### src/corr_pkg.sv
`default_nettype none

package corr_pkg;

    localparam int NUM_CH     = 4;
    localparam int WINDOW_LEN = 1023;  // samples per window
    localparam int CNT_W      = 10;
    localparam int SCORE_W    = 8;     // match count without its two low bits
    localparam int CH_W       = 2;

    // chip code shape per channel
    localparam int CODE_HIGH  [NUM_CH] = '{64, 64, 64, 64};
    localparam int CODE_LOW   [NUM_CH] = '{64, 64, 64, 64};
    localparam int CODE_PHASE [NUM_CH] = '{0, 32, 64, 96};
    localparam int CODE_START [NUM_CH] = '{0, 0, 1, 1};

    localparam int BIT_CLKS   = 8;     // clocks per uart bit

endpackage

`default_nettype wire

### src/code_source.sv
`default_nettype none

module code_source #(
    parameter int HIGH_LEN    = 64,
    parameter int LOW_LEN     = 64,
    parameter int PHASE       = 0,
    parameter int START_LEVEL = 0
) (
    input  wire  clk,
    input  wire  rst,
    output logic code
);

    localparam int PERIOD     = HIGH_LEN + LOW_LEN;
    localparam int POS        = PHASE % PERIOD;  // position within one period
    localparam int FIRST_LEN  = (START_LEVEL != 0) ? HIGH_LEN : LOW_LEN;
    localparam bit IN_FIRST   = POS < FIRST_LEN;
    localparam bit INIT_LEVEL = IN_FIRST ? (START_LEVEL != 0) : (START_LEVEL == 0);
    localparam int INIT_CNT   = IN_FIRST ? POS + 1 : POS - FIRST_LEN + 1;
    localparam int MAX_LEN    = (HIGH_LEN > LOW_LEN) ? HIGH_LEN : LOW_LEN;
    localparam int RUN_W      = $clog2(MAX_LEN + 1);

    logic [RUN_W-1:0] run_cnt;  // clocks spent in current level
    logic             level;
    logic [RUN_W-1:0] cur_len;

    assign cur_len = level ? RUN_W'(HIGH_LEN) : RUN_W'(LOW_LEN);

    // reset puts the waveform PHASE clocks ahead
    always_ff @(posedge clk) begin
        if (rst) begin
            run_cnt <= RUN_W'(INIT_CNT);
            level   <= INIT_LEVEL;
        end else if (run_cnt == cur_len) begin
            run_cnt <= RUN_W'(1);
            level   <= ~level;
        end else begin
            run_cnt <= run_cnt + 1'b1;
        end
    end

    assign code = level;

endmodule

`default_nettype wire

### src/corr_dispatch_top.sv
`default_nettype none

module corr_dispatch_top import corr_pkg::*; (
    input  wire  clk,
    input  wire  rst,
    input  wire  sig,
    output logic tx
);

    logic [NUM_CH-1:0]              code;
    logic [NUM_CH-1:0]              rdy;
    logic [NUM_CH-1:0][SCORE_W-1:0] score;
    logic [7:0]                     tx_data;
    logic                           tx_start;
    logic                           tx_busy;

    // one code source and correlator per channel
    for (genvar i = 0; i < NUM_CH; i++) begin : g_ch
        code_source #(
            .HIGH_LEN    (CODE_HIGH[i]),
            .LOW_LEN     (CODE_LOW[i]),
            .PHASE       (CODE_PHASE[i]),
            .START_LEVEL (CODE_START[i])
        ) code_source_i (
            .clk  (clk),
            .rst  (rst),
            .code (code[i])
        );

        correlator correlator_i (
            .clk   (clk),
            .rst   (rst),
            .sig   (sig),
            .code  (code[i]),
            .score (score[i]),
            .rdy   (rdy[i])
        );
    end

    result_arbiter result_arbiter_i (
        .clk   (clk),
        .rst   (rst),
        .rdy   (rdy),
        .score (score),
        .busy  (tx_busy),
        .data  (tx_data),
        .start (tx_start)
    );

    uart_tx uart_tx_i (
        .clk   (clk),
        .rst   (rst),
        .data  (tx_data),
        .start (tx_start),
        .tx    (tx),
        .busy  (tx_busy)
    );

endmodule

`default_nettype wire

### src/correlator.sv
`default_nettype none

module correlator import corr_pkg::*; (
    input  wire                clk,
    input  wire                rst,
    input  wire                sig,
    input  wire                code,
    output logic [SCORE_W-1:0] score,
    output logic               rdy
);

    logic [CNT_W-1:0] smp_cnt;
    logic [CNT_W-1:0] match_cnt;
    logic [CNT_W-1:0] match_next;  // count including this sample
    logic             last_smp;

    assign last_smp   = smp_cnt == CNT_W'(WINDOW_LEN - 1);
    assign match_next = match_cnt + CNT_W'(sig == code);

    always_ff @(posedge clk) begin
        if (rst) begin
            smp_cnt   <= '0;
            match_cnt <= '0;
            rdy       <= 1'b0;
        end else begin
            rdy <= last_smp;
            if (last_smp) begin
                smp_cnt   <= '0;  // next window starts with rdy
                match_cnt <= '0;
            end else begin
                smp_cnt   <= smp_cnt + 1'b1;
                match_cnt <= match_next;
            end
        end
    end

    always_ff @(posedge clk) begin
        if (last_smp) begin
            score <= match_next[CNT_W-1 -: SCORE_W];  // drop two low bits
        end
    end

endmodule

`default_nettype wire

### src/result_arbiter.sv
`default_nettype none

module result_arbiter import corr_pkg::*; (
    input  wire                             clk,
    input  wire                             rst,
    input  wire  [NUM_CH-1:0]               rdy,
    input  wire  [NUM_CH-1:0][SCORE_W-1:0]  score,
    input  wire                             busy,
    output logic [7:0]                      data,
    output logic                            start
);

    localparam logic [2:0] ST_IDLE     = 3'd0;
    localparam logic [2:0] ST_IDX      = 3'd1;  // index byte start
    localparam logic [2:0] ST_IDX_WAIT = 3'd2;
    localparam logic [2:0] ST_SCR      = 3'd3;  // score byte start
    localparam logic [2:0] ST_SCR_WAIT = 3'd4;

    logic [2:0]         state;
    logic [NUM_CH-1:0]  pending;
    logic [SCORE_W-1:0] score_buf [NUM_CH];
    logic [CH_W-1:0]    grant;      // last granted channel
    logic [CH_W-1:0]    next_ch;
    logic               found;

    // round robin search starting after grant
    always_comb begin
        logic [CH_W-1:0] cand;
        found   = 1'b0;
        next_ch = grant;
        for (int k = 1; k <= NUM_CH; k++) begin
            cand = CH_W'((int'(grant) + k) % NUM_CH);
            if (!found && pending[cand]) begin
                found   = 1'b1;
                next_ch = cand;
            end
        end
    end

    always_ff @(posedge clk) begin
        for (int i = 0; i < NUM_CH; i++) begin
            if (rdy[i]) begin
                score_buf[i] <= score[i];  // newer score overwrites
            end
        end
    end

    always_ff @(posedge clk) begin
        if (rst) begin
            state   <= ST_IDLE;
            pending <= '0;
            grant   <= CH_W'(NUM_CH - 1);  // channel 0 goes first
        end else begin
            case (state)
                ST_IDLE: begin
                    if (found && !busy) begin
                        state <= ST_IDX;
                        grant <= next_ch;
                    end
                end
                ST_IDX:      state <= ST_IDX_WAIT;
                ST_IDX_WAIT: begin
                    if (!busy) begin
                        state <= ST_SCR;
                    end
                end
                ST_SCR:      state <= ST_SCR_WAIT;
                ST_SCR_WAIT: begin
                    if (!busy) begin
                        state <= ST_IDLE;
                    end
                end
                default:     state <= ST_IDLE;
            endcase
            for (int i = 0; i < NUM_CH; i++) begin
                if (rdy[i]) begin
                    pending[i] <= 1'b1;
                end else if (state == ST_IDX && grant == CH_W'(i)) begin
                    pending[i] <= 1'b0;
                end
            end
        end
    end

    assign start = (state == ST_IDX) || (state == ST_SCR);
    assign data  = (state == ST_SCR) ? score_buf[grant] : {{(8 - CH_W){1'b0}}, grant};

endmodule

`default_nettype wire

### src/uart_tx.sv
`default_nettype none

module uart_tx import corr_pkg::*; (
    input  wire       clk,
    input  wire       rst,
    input  wire [7:0] data,
    input  wire       start,
    output logic      tx,
    output logic      busy
);

    logic [9:0]                  shreg;    // stop, data, start
    logic [$clog2(BIT_CLKS)-1:0] bit_tmr;
    logic [3:0]                  bit_cnt;
    logic                        bit_end;

    assign bit_end = bit_tmr == $bits(bit_tmr)'(BIT_CLKS - 1);

    always_ff @(posedge clk) begin
        if (rst) begin
            shreg   <= '1;
            busy    <= 1'b0;
            bit_tmr <= '0;
            bit_cnt <= '0;
        end else if (!busy) begin
            if (start) begin
                shreg <= {1'b1, data, 1'b0};
                busy  <= 1'b1;
            end
            bit_tmr <= '0;
            bit_cnt <= '0;
        end else if (bit_end) begin
            bit_tmr <= '0;
            shreg   <= {1'b1, shreg[9:1]};  // lsb first, refill with idle
            bit_cnt <= bit_cnt + 1'b1;
            if (bit_cnt == 4'd9) begin
                busy <= 1'b0;  // stop bit done
            end
        end else begin
            bit_tmr <= bit_tmr + 1'b1;
        end
    end

    assign tx = shreg[0];

endmodule

`default_nettype wire

### config.mk
export PLATFORM = sky130hd
export DESIGN_NAME = corr_dispatch_top
export DESIGN_NICKNAME = d
export VERILOG_FILES = /design/src/corr_pkg.sv /design/src/code_source.sv /design/src/corr_dispatch_top.sv /design/src/correlator.sv /design/src/result_arbiter.sv /design/src/uart_tx.sv
export SDC_FILE = /design/constraint.sdc
export NUM_CORES = 1
export LEC_CHECK = 0
export BUFFER_PORTS_ARGS = -buffer_cell sky130_fd_sc_hd__buf_2
export CAP_MARGIN = 20
export CORE_ASPECT_RATIO = 1.5
export CORE_UTILIZATION = 50
export CTS_CLUSTER_DIAMETER = 60
export DETAILED_ROUTE_END_ITERATION = 8
export GPL_ROUTABILITY_DRIVEN = 1
export HOLD_SLACK_MARGIN = 0.02
export PLACE_DENSITY = 0.68
export SETUP_SLACK_MARGIN = 0.05
export SKIP_CTS_REPAIR_TIMING = 1
export SYNTH_ARGS = -nofsm -noshare
export SYNTH_HDL_FRONTEND = slang
export SYNTH_SLANG_ARGS = --single-unit
### constraint.sdc
create_clock -name clk -period 2.1 [get_ports clk]
set_input_delay 0.525 -clock clk [delete_from_list [all_inputs] [get_ports clk]]
set_output_delay 0.525 -clock clk [all_outputs]
set_load 0.03 [all_outputs]
==> out/results.txt, run 1 <==
Crit start category: flip-flop
Later-pin clock latency in the skew report: 0.49 ns
Layout area overhead: 12.0%
Worst Setup End Kind: flip-flop
VDD IR max: 1.03 mV
RSZ-0062 raised after global routing: no
Core Box Area: 16,300 sq um
Number of global-route vias before repair: 5,165
CTS tree: built
Fin. max-slew vios: 0
Max-Cap Viols: 0
R2r worst-path depth: 7
H-tree depth: 1
Buf/Inv on CP: 2
Post-route clock period utilization: 90.7%
Post-DP HPWL: 9620 um
DRT iter0 DRCs: 133
Crit path DAT: 2.25 ns
First drt pass iteration count: 4
Crit path max-delay family: compound AO/OA/AOI/OAI gates
Antenna-violating nets left: 0
Reg2reg end: result_arbiter_i.grant[1]$_SDFFE_PP1P_
Fin. Hold Viols: 0
Most frequent cells in the layout: dfxtp_1, nor2_1, edfxtp_1
Post-synthesis xor/xnor area fraction: 10.1%
Post-synthesis adder-cell area fraction: 4.79%
Via count: 5,081
Mapped Cells: 754
Starting Density: 51.4%
Cell area after layout: 9360 sq um
Post-route setup TNS: 0 ns
Setup violators final: 0
Crit-path cells: inv_1 -> ha_1 -> buf_4 -> mux4_2 -> nor4_1 -> a2111oi_2 -> o211ai_1
Fmax: 0.525 GHz
First-pass GRT wire length: 23,100 um
Die Ht: 160 um
DR vias/cell: 5.13
Cell variety after synth: 40
Minimum clock period after layout: 1.90 ns
Mux cell area share after synthesis: 3.43%
Cell Area, Synth: 8360 sq um
Clock Tree Root: clkbuf_16
Routed Wire Length: 13,500 um
# rows: 57
Cell Area, Placed: 8640 sq um
Synth warn: 0
Num CTS Buffers: 21
Pin count of the biggest net entering global routing: 26
Hold EP: g_ch[2].code_source_i.code$_SDFFE_PP0P_
Leakage: 3.67 nW
DRC: 0
Slew HR: 67.5%
Routability Congestion: 0.825
Crit Path Category: reg2reg
Pwr/cell area: 889 nW/um^2
CTS sink count: 208
Status: finished, final reports clean
Layout cells sized above 1: 9.17%
Worst path max stage delay: 0.38 ns
Syn_nets: 789
Average size of a mapped cell: 11.1 sq um
FF-to-FF setup slack: 0.20 ns
Clock slew at reported path FFs: 0.06 ns
Initial antenna violation count: 0
Async set or reset register ratio after synthesis: 0%
N_diodes: 0
Required time worst endpoint: 2.45 ns
Num ports: 4
Worst R2R Start: result_arbiter_i.grant[1]$_SDFFE_PP1P_
Total die area: 17,300 sq um
Slew @ Worst Pin: 0.487 ns
Port bufs: 3
GRT Overall Usage: 16.4%
Routed len/inst: 13.6 um
Setup Skew: 0.0181 ns
EDFF count, synth: 64
Die Width: 108 um
Hold Crit Depth: 2
Total congestion overflow: 0
Final net count: 805
Main combinational cell family by area after synthesis: simple AND/OR/NAND/NOR gates
HP Class: in2reg
Crit Path Max Fanout: 7
Top_reg_cell synth: dfxtp_1
Seq/Total Area, Yosys: 57.5%
Hold Startpoint: rst
Synth Area in Compound Gates: 2.95%
Slowest CP cell: a2111oi_2
FF+latch count, synth: 208
Most common cell after layout, fill and taps aside: dfxtp_1
Clock tree buffer depth: 3
Setup crit start: result_arbiter_i.grant[1]$_SDFFE_PP1P_
Post-Synth Simple-Gate Area: 18.6%
## synthesized netlist by cell type (all sizes together) (2+ instances only)
cell	instances	share of area, %
nand4	6	0.45
nand3b	4	0.36
or3	2	0.15
edfxtp	64	23
buf	11	0.81
and4	2	0.21
nor4	3	0.22
mux4	11	3.1
nor3b	4	0.36
nor3	5	0.30
clkbuf	13	0.58
nor2	105	4.7
ha	32	4.8
nor4b	2	0.21
and2	2	0.15
and2b	2	0.18
and3	25	1.9
a21oi	18	1.1
xor2	49	5.1
nand3	60	3.6
a211oi	2	0.18
mux2i	2	0.24
xnor2	47	4.9
dfxtp	144	34
a32oi	5	0.52
or2	7	0.52
o21ai	12	0.72
nand2b	18	1.3
nand2	26	1.2
or4	2	0.18
inv	30	1.3
nor2b	33	2.5
o211ai	2	0.18
## registers in the layout, summed over array words and instances, names as in the netlist, 4 cells and up, named ones only
signal and flops:
uart_tx_i.shreg 9, g_ch.correlator_i.smp_cnt 40, result_arbiter_i.score_buf 32, g_ch.correlator_i.score 32, g_ch.code_source_i.run_cnt 28, uart_tx_i.bit_cnt 4, g_ch.correlator_i.rdy 4, g_ch.correlator_i.match_cnt 40
result_arbiter_i.pending 4, g_ch.code_source_i.code 4
## power by group
| group | switching (mW) | internal (mW) | total (mW) | leakage (nW) |
|---|---|---|---|---|
| Clock | 1.50 | 2.34 | 3.84 | 0.349 |
| Combinational | 0.126 | 0.100 | 0.227 | 1.53 |
| Sequential | 0.0670 | 4.18 | 4.25 | 1.79 |
## logic make-up after synthesis
| family | Yosys count |
|---|---|
| muxes | 14 |
| and+or+nand+nor | 309 |
| adders and majority gates | 32 |
| DFF | 208 |
| xor gates and xnor gates | 96 |
| buffers and inverters | 54 |
| AOI/OAI and AO/OA | 41 |
## worst max path at each step
stage                     cells past startpoint                                            to  slack (ns)
after floorplan                               9                                     flip-flop        0.06
after global placement                        8  g_ch[1].correlator_i.match_cnt[6]$_SDFF_PP0_        0.15
after detailed placement                      8  g_ch[1].correlator_i.match_cnt[6]$_SDFF_PP0_        0.09
after CTS                                     7        result_arbiter_i.grant[1]$_SDFFE_PP1P_        0.20
after global routing                          8                                     flip-flop        0.05
final                                         7        result_arbiter_i.grant[1]$_SDFFE_PP1P_        0.20
## cell type report
class / count / area (sq um)
Clock buffer: 22 / 529
Clock inverter: 16 / 196
Fill cell: 1346 / 6900
Inverter: 30 / 113
Multi-Input combinational cell: 492 / 3330
Sequential cell: 208 / 4810
Tap cell: 206 / 258
Timing Repair Buffer: 17 / 133
## per-layer routing
metal,up-vias,global-route usage (%),routed length (um)
met1,2417,17.4,5400
met5,-,0,0
li1,2593,-,-
met4,0,5.85,292
met3,20,2.56,397
met2,51,31.9,7380
## per-stage QoR
| step | util, % | hold slack, ns | total power, mW | std cells | worst slack, ns |
|---|---|---|---|---|---|
| after floorplan | - | 0.400 | 4.50 | 754 | 0.0568 |
| after global placement | 53.1 | 0.405 | 4.55 | 953 | 0.149 |
| after detailed placement | 53.1 | 0.405 | 4.57 | 953 | 0.0949 |
| after CTS | 57.6 | 0.393 | 8.42 | 991 | 0.203 |
| after global routing | 57.6 | 0.398 | 8.62 | 991 | 0.0547 |
| final | 57.6 | 0.401 | 8.32 | 991 | 0.195 |
No activity file was read; power rests on OpenSTA's default activity.
==> inputs of run 2 (changes only) <==
--- a/config.mk
+++ b/config.mk
@@ -5,6 +5,7 @@
 export SDC_FILE = /design/constraint.sdc
 export NUM_CORES = 1
 export LEC_CHECK = 0
+export ABC_AREA = 1
 export BUFFER_PORTS_ARGS = -buffer_cell sky130_fd_sc_hd__buf_2
 export CAP_MARGIN = 20
 export CORE_ASPECT_RATIO = 1.5
==> run 2 against run 1 <==
Synthesized cell count increased by 31%. Sequential power grew 4%. Die area rose by 4.8%. Critical endpoint is now g_ch[1].correlator_i.score[4]$_DFFE_PP_. Highest routed layer unchanged.
==> out/results.txt, run 2 <==
EDFF count, synth: 64 (unchanged)
Slew HR: 54.0% (-13 points)
Crit path DAT: 2.07 ns (-0.18 ns)
Post-Synth Simple-Gate Area: 24.2% (+5.6 points)
DRC: 0 (unchanged)
Synth cell count leaders: nand2_1, dfxtp_1, inv_1
Setup WS pre-CTS: -0.141 ns (-0.236 ns)
H-tree depth: 1 (unchanged)
Seq/Total Area, Yosys: 54.8% (-2.7 points)
Synth top area share: 32.9% (-1.6 points)
Post-route clock period utilization: 87.3% (-3.4 points)
Max-Cap Viols: 0 (unchanged)
Via count: 6,114 (+20%)
DR vias/cell: 4.89 (-4.6%)
Number of global-route vias before repair: 5,705 (+10%)
Clock slew at reported path FFs: 0.06 ns (about the same)
Average size of a mapped cell: 8.84 sq um (-20%)
Power Total: 8.88 mW (+6.7%)
DRT iter0 DRCs: 329 (+150%)
Worst Setup End Kind: flip-flop
Syn_nets: 1,026 (+30%)
Slew @ Worst Pin: 0.688 ns (+0.201 ns)
Port bufs: 3 (unchanged)
Main area contributors after synthesis: dfxtp_1, edfxtp_1, nand2_1, inv_1, nor2_1
Core Box Area: 17,000 sq um (+4.4%)
Crit-path cells: xnor2_2 -> ha_1 -> ha_1 -> nand3_2 -> nor2_2 -> nand2_1 -> xor2_1 -> inv_1
Slowest CP cell: dfxtp_1
Synth warn: 0 (unchanged)
Cell Area, Placed: 9140 sq um (+5.8%)
Leakage: 4.15 nW (+13%)
First-pass GRT wire length: 24,800 um (+7.5%)
Later-pin clock latency in the skew report: 0.48 ns (about the same)
Post-synthesis adder-cell area fraction: 4.57% (-0.22 points)
Cell area after layout: 9760 sq um (+4.3%)
Crit start category: flip-flop
Main combinational cell family by area after synthesis: simple AND/OR/NAND/NOR gates
Num ports: 4 (unchanged)
Die Ht: 164 um (+2.4%)
Reg2reg end: g_ch[1].correlator_i.score[4]$_DFFE_PP_
CTS sink count: 208 (unchanged)
Final net count: 1,061 (+32%)
Registers with the most flip-flops: g_ch.correlator_i.match_cnt: 40 flops, g_ch.correlator_i.smp_cnt: 40 flops
Async set or reset register ratio after synthesis: 0% (unchanged)
Clock Tree Root: clkbuf_16
VDD IR max: 0.931 mV (-9.8%)
Routability Congestion: 0.813 (-1.5%)
Setup violators final: 0 (unchanged)
First drt pass iteration count: 4 (unchanged)
Clock tree buffer depth: 3 (unchanged)
Core Util, Final: 57.5% (-0.094 points)
Crit Path Category: reg2reg
Setup Skew: 0.00776 ns (-0.0104 ns)
Fmax: 0.546 GHz (+3.9%)
Final WS setup: 0.267 ns (+0.0720 ns)
Fin. max-slew vios: 0 (unchanged)
Mux cell area share after synthesis: 0% (-3.4 points)
Cell variety after synth: 43 (+7.5%)
Initial antenna violation count: 0 (unchanged)
Post-DP HPWL: 10,600 um (+9.7%)
Routed len/inst: 11.7 um (-14%)
Pin count of the biggest net entering global routing: 24 (-7.7%)
Layout area overhead: 11.4%
FF-to-FF setup slack: 0.27 ns (+0.07 ns)
FF+latch count, synth: 208 (unchanged)
R2r worst-path depth: 8 (+1)
Worst path max stage delay: 0.43 ns (+0.05 ns)
Hold EP: result_arbiter_i.score_buf[1][1]$_DFFE_PP_
Most common cell after layout, fill and taps aside: nand2_1
RSZ-0062 raised after global routing: no
Status: finished, final reports clean
# rows: 58 (+1.8%)
N_diodes: 0 (unchanged)
Minimum clock period after layout: 1.83 ns (-0.0720 ns)
Crit Path Max Fanout: 3 (-4)
Die Width: 110 um (+2.3%)
Cell mode on critical path: ha_1
Post-route setup TNS: 0 ns (unchanged)
Top cell type by total area after synthesis: dfxtp_1
HP Class: reg2reg
Antenna-violating nets left: 0 (unchanged)
Total congestion overflow: 0 (unchanged)
Starting Density: 51.6% (+0.21 points)
Top_reg_cell synth: dfxtp_1
Num CTS Buffers: 21 (unchanged)
Worst R2R Start: g_ch[1].code_source_i.code$_SDFFE_PP0N_
Pwr/cell area: 910 nW/um^2 (+2.4%)
Layout cells sized above 1: 9.81% (+0.64 points)
Cell Area, Synth: 8760 sq um (+4.8%)
Synth Area in Compound Gates: 5.05% (+2.1 points)
Post-synthesis xor/xnor area fraction: 3.77% (-6.3 points)
Required time worst endpoint: 2.33 ns (-0.12 ns)
Most frequent cells in the layout: nand2_1, inv_1, dfxtp_1
Fin. Hold Viols: 0 (unchanged)
Routed Wire Length: 14,600 um (+8.6%)
Mapped Cells: 991 (+31%)
CTS tree: built
GRT Overall Usage: 17.2% (+0.75 points)
Total die area: 18,100 sq um (+4.8%)
Most common cell in the synthesized netlist: nand2_1
Hold Startpoint: g_ch[1].correlator_i.score[1]$_DFFE_PP_
Hold Crit Depth: 0 (-2)
-- run 2: power breakdown --
part,leakage [nW],internal [mW],switching [mW]
sequential,1.78,4.29,0.142
clock,0.297,1.88,1.47
combinational,2.07,0.401,0.697
-- run 2: cell families (layout without fill, tap and decap cells) --
| family | after synthesis | in the layout |
|---|---|---|
| compound gates | 84 | 84 |
| flops | 208 | 208 |
| simple gates | 467 | 467 |
| fa+ha+maj | 32 | 32 |
| buf+inv | 164 | 213 |
| xor+xnor | 36 | 36 |
-- run 2: worst max-delay path: cells and delay by family (launching register included) --
| kind | cells | cell delay (ns) |
|---|---|---|
| AND/OR/NAND/NOR | 3 | 0.32 |
| buffers and inverters | 1 | 0.06 |
| XOR/XNOR | 2 | 0.36 |
| adder cells (fa/ha/maj) | 2 | 0.42 |
| flip-flops | 1 | 0.43 |
-- run 2: final cells by class --
class                      instances  area (sq um)
clock buffer                      26           554
fill                            1530          7220
tap                              210           263
timing repair buffer              31           225
inverter                         145           552
sequential                       208          4800
multi-input combinational        619          3310
clock inverter                    11          58.8
-- run 2: worst max path at each step --
| stage | from | cells after the start | end |
|---|---|---|---|
| after floorplan | sig | 13 | g_ch[0].correlator_i.score[4]$_DFFE_PP_ |
| after global placement | sig | 9 | g_ch[1].correlator_i.score[4]$_DFFE_PP_ |
| after detailed placement | sig | 9 | g_ch[1].correlator_i.score[4]$_DFFE_PP_ |
| after CTS | g_ch[1].code_source_i.code$_SDFFE_PP0N_ | 8 | g_ch[1].correlator_i.score[4]$_DFFE_PP_ |
| after global routing | g_ch[1].code_source_i.code$_SDFFE_PP0N_ | 8 | g_ch[1].correlator_i.score[4]$_DFFE_PP_ |
| final | g_ch[1].code_source_i.code$_SDFFE_PP0N_ | 8 | g_ch[1].correlator_i.score[4]$_DFFE_PP_ |
-- run 2: through the flow --
stage                     hold slack, ns  instances
after CTS                          0.417       1250
after global routing               0.424       1250
after global placement             0.400       1213
after detailed placement           0.405       1213
after floorplan                    0.399        991
final                              0.418       1250
-- run 2: metal layers --
layer / track usage [%] / part of all wire [%] / vias to the layer above
li1: - / - / 3245
met1: 19.3 / 43 / 2783
met2: 31.3 / 51 / 59
met3: 3.02 / 2.7 / 27
met4: 7.42 / 3.2 / 0
met5: 0 / 0 / -
==> inputs of run 3 (changes only) <==
--- a/config.mk
+++ b/config.mk
@@ -14,6 +14,7 @@
 export DETAILED_ROUTE_END_ITERATION = 8
 export GPL_ROUTABILITY_DRIVEN = 1
 export HOLD_SLACK_MARGIN = 0.02
+export MAX_ROUTING_LAYER = met4
 export PLACE_DENSITY = 0.68
 export SETUP_SLACK_MARGIN = 0.05
 export SKIP_CTS_REPAIR_TIMING = 1
==> run 3 against run 2 <==
Critical path depth did not move. Design area unchanged. Via count about the same. Count of clock-buffer cells in the layout is the same. Core utilization unchanged. Final cell count unchanged. Combinational power hardly changed. Clock power about the same. Critical path type unchanged. Sequential cell count is the same. Setup slack better by 0.0057 ns. Sequential power about the same. Non-clock buffer count is the same.
==> out/results.txt, run 3 (synthesized netlist as in run 2, its figures left out) <==
Crit start category: flip-flop
Port bufs: 3 (unchanged)
DRC: 0 (unchanged)
Initial antenna violation count: 0 (unchanged)
Cell area after layout: 9760 sq um (unchanged)
Starting Density: 51.6% (unchanged)
Required time worst endpoint: 2.33 ns (about the same)
Seq. cell area: 4800 sq um (unchanged)
Total die area: 18,100 sq um (unchanged)
Slowest CP cell: dfxtp_1
Status: finished, final reports clean
Pin count of the biggest net entering global routing: 24 (unchanged)
Slew @ Worst Pin: 0.688 ns (-0.000333 ns)
P_sw: 2.31 mW (about the same)
HP Class: reg2reg
VDD IR max: 0.931 mV (about the same)
Clock tree buffer depth: 3 (unchanged)
Cell mode on critical path: ha_1
Routability Congestion: 0.825 (+1.5%)
Post-route setup TNS: 0 ns (unchanged)
Pwr/cell area: 910 nW/um^2 (about the same)
Registers with the most flip-flops: g_ch.correlator_i.match_cnt: 40 flops, g_ch.correlator_i.smp_cnt: 40 flops
Die Ht: 164 um (unchanged)
Worst Setup End Kind: flip-flop
Switching share of power: 26.0% (about the same)
Layout cells sized above 1: 9.81% (unchanged)
Die Width: 110 um (unchanged)
Fin. Hold Viols: 0 (unchanged)
Fmax: 0.547 GHz (+0.31%)
Later-pin clock latency in the skew report: 0.48 ns (about the same)
Crit path DAT: 2.06 ns (about the same)
CTS tree: built
DR vias/cell: 4.89 (about the same)
Setup violators final: 0 (unchanged)
RSZ-0062 raised after global routing: no
Num ports: 4 (unchanged)
Crit Path Max Fanout: 3 (unchanged)
# rows: 58 (unchanged)
DRT iter0 DRCs: 304 (-7.6%)
Logic gate share of total power: 12.4% (about the same)
H-tree depth: 1 (unchanged)
Minimum clock period after layout: 1.83 ns (-0.00570 ns)
Fin cells: 1,250 (unchanged)
Routed len/inst: 11.7 um (about the same)
Number of global-route vias before repair: 5,698 (-0.12%)
Post-DP HPWL: 10,600 um (unchanged)
Most common cell after layout, fill and taps aside: nand2_1
Antenna-violating nets left: 0 (unchanged)
Routed Wire Length: 14,600 um (about the same)
CTS sink count: 208 (unchanged)
Layout area overhead: 11.4% (unchanged)
Max-Cap Viols: 0 (unchanged)
Fillers: 1,530 (unchanged)
Crit-path cells: xnor2_2 -> ha_1 -> ha_1 -> nand3_2 -> nor2_2 -> nand2_1 -> xor2_1 -> inv_1
Clock Tree Root: clkbuf_16
First drt pass iteration count: 4 (unchanged)
Setup Skew: 0.00909 ns (+0.00133 ns)
Fin. max-slew vios: 0 (unchanged)
Final net count: 1,061 (unchanged)
Num CTS Buffers: 21 (unchanged)
Internal Power: 6.57 mW (about the same)
Core Util, Final: 57.5% (unchanged)
Post-route clock period utilization: 87.0% (-0.27 points)
First-pass GRT wire length: 24,900 um (+0.14%)
Cell Area, Placed: 9140 sq um (unchanged)
Core Box Area: 17,000 sq um (unchanged)
Footprint of the multi-input gates: 3310 sq um (unchanged)
Sequential share of power: 49.9% (about the same)
Most frequent cells in the layout: nand2_1, inv_1, dfxtp_1
Leakage: 4.15 nW (unchanged)
Clock network power share: 37.7% (about the same)
Slew HR: 54.0% (about the same)
Clock slew at reported path FFs: 0.06 ns (about the same)
Worst path max stage delay: 0.36 ns (-0.07 ns)
Post-Place Cells: 1,213 (unchanged)
GRT Overall Usage: 17.7% (+0.51 points)
N_diodes: 0 (unchanged)
Total congestion overflow: 0 (unchanged)
Via count: 6,118 (+0.065%)
Crit Path Category: reg2reg
run 3: cell counts in the layout (fill, tap and decap cells not counted):
No cell type changed its count.
run 3: per-stage QoR:
step	setup WS, ns	hold WS (ns)	power (mW)
2_1_floorplan	0.0540	0.399	5.37
4_1_cts	0.159	0.417	8.99
3_3_place_gp	-0.0919	0.400	5.60
5_1_grt	0.115	0.425	9.36
3_5_place_dp	-0.141	0.405	5.62
6_report	0.273	0.417	8.88
run 3: worst max-delay path, delay by kind of cell (launching register included):
kind | cells | cell delay (ns)
XOR/XNOR | 2 | 0.42
adder cells (fa/ha/maj) | 2 | 0.42
buffers and inverters | 1 | 0.06
flip-flops | 1 | 0.36
AND/OR/NAND/NOR | 3 | 0.32
run 3: per-layer routing:
metal | track usage (%) | vias up | routed length [um]
met3 | 3.02 | 25 | 380
met2 | 31.3 | 48 | 7440
li1 | - | 3246 | -
met5 | - | - | 0
met1 | 19.3 | 2799 | 6360
met4 | 7.42 | 0 | 453
run 3: worst paths after layout:
kind	cells past startpoint	start	slack (ns)	end
hold / removal	0	g_ch[2].correlator_i.score[5]$_DFFE_PP_	0.42	result_arbiter_i.score_buf[2][5]$_DFFE_PP_
setup reg to reg	8	g_ch[1].code_source_i.code$_SDFFE_PP0N_	0.27	g_ch[1].correlator_i.score[4]$_DFFE_PP_
hold reg to reg	0	g_ch[2].correlator_i.score[5]$_DFFE_PP_	0.42	result_arbiter_i.score_buf[2][5]$_DFFE_PP_
setup / recovery	8	g_ch[1].code_source_i.code$_SDFFE_PP0N_	0.27	g_ch[1].correlator_i.score[4]$_DFFE_PP_
run 3: power by group through the flow:
stage	Combinational [mW]	Sequential (mW)	Clock [mW]
2_1_floorplan	0.877	4.49	0
3_3_place_gp	1.09	4.51	0
3_5_place_dp	1.11	4.52	0
4_1_cts	1.11	4.43	3.45
5_1_grt	1.29	4.45	3.62
6_report	1.10	4.43	3.35
run 3: area by class of cell:
cell class / count / share of cell area [%]
Clock inverter: 11 / 0.602
Timing Repair Buffer: 31 / 2.31
Inverter: 145 / 5.65
Clock buffer: 26 / 5.68
Multi-Input combinational cell: 619 / 33.9
Tap cell: 210 / 2.69
Sequential cell: 208 / 49.2
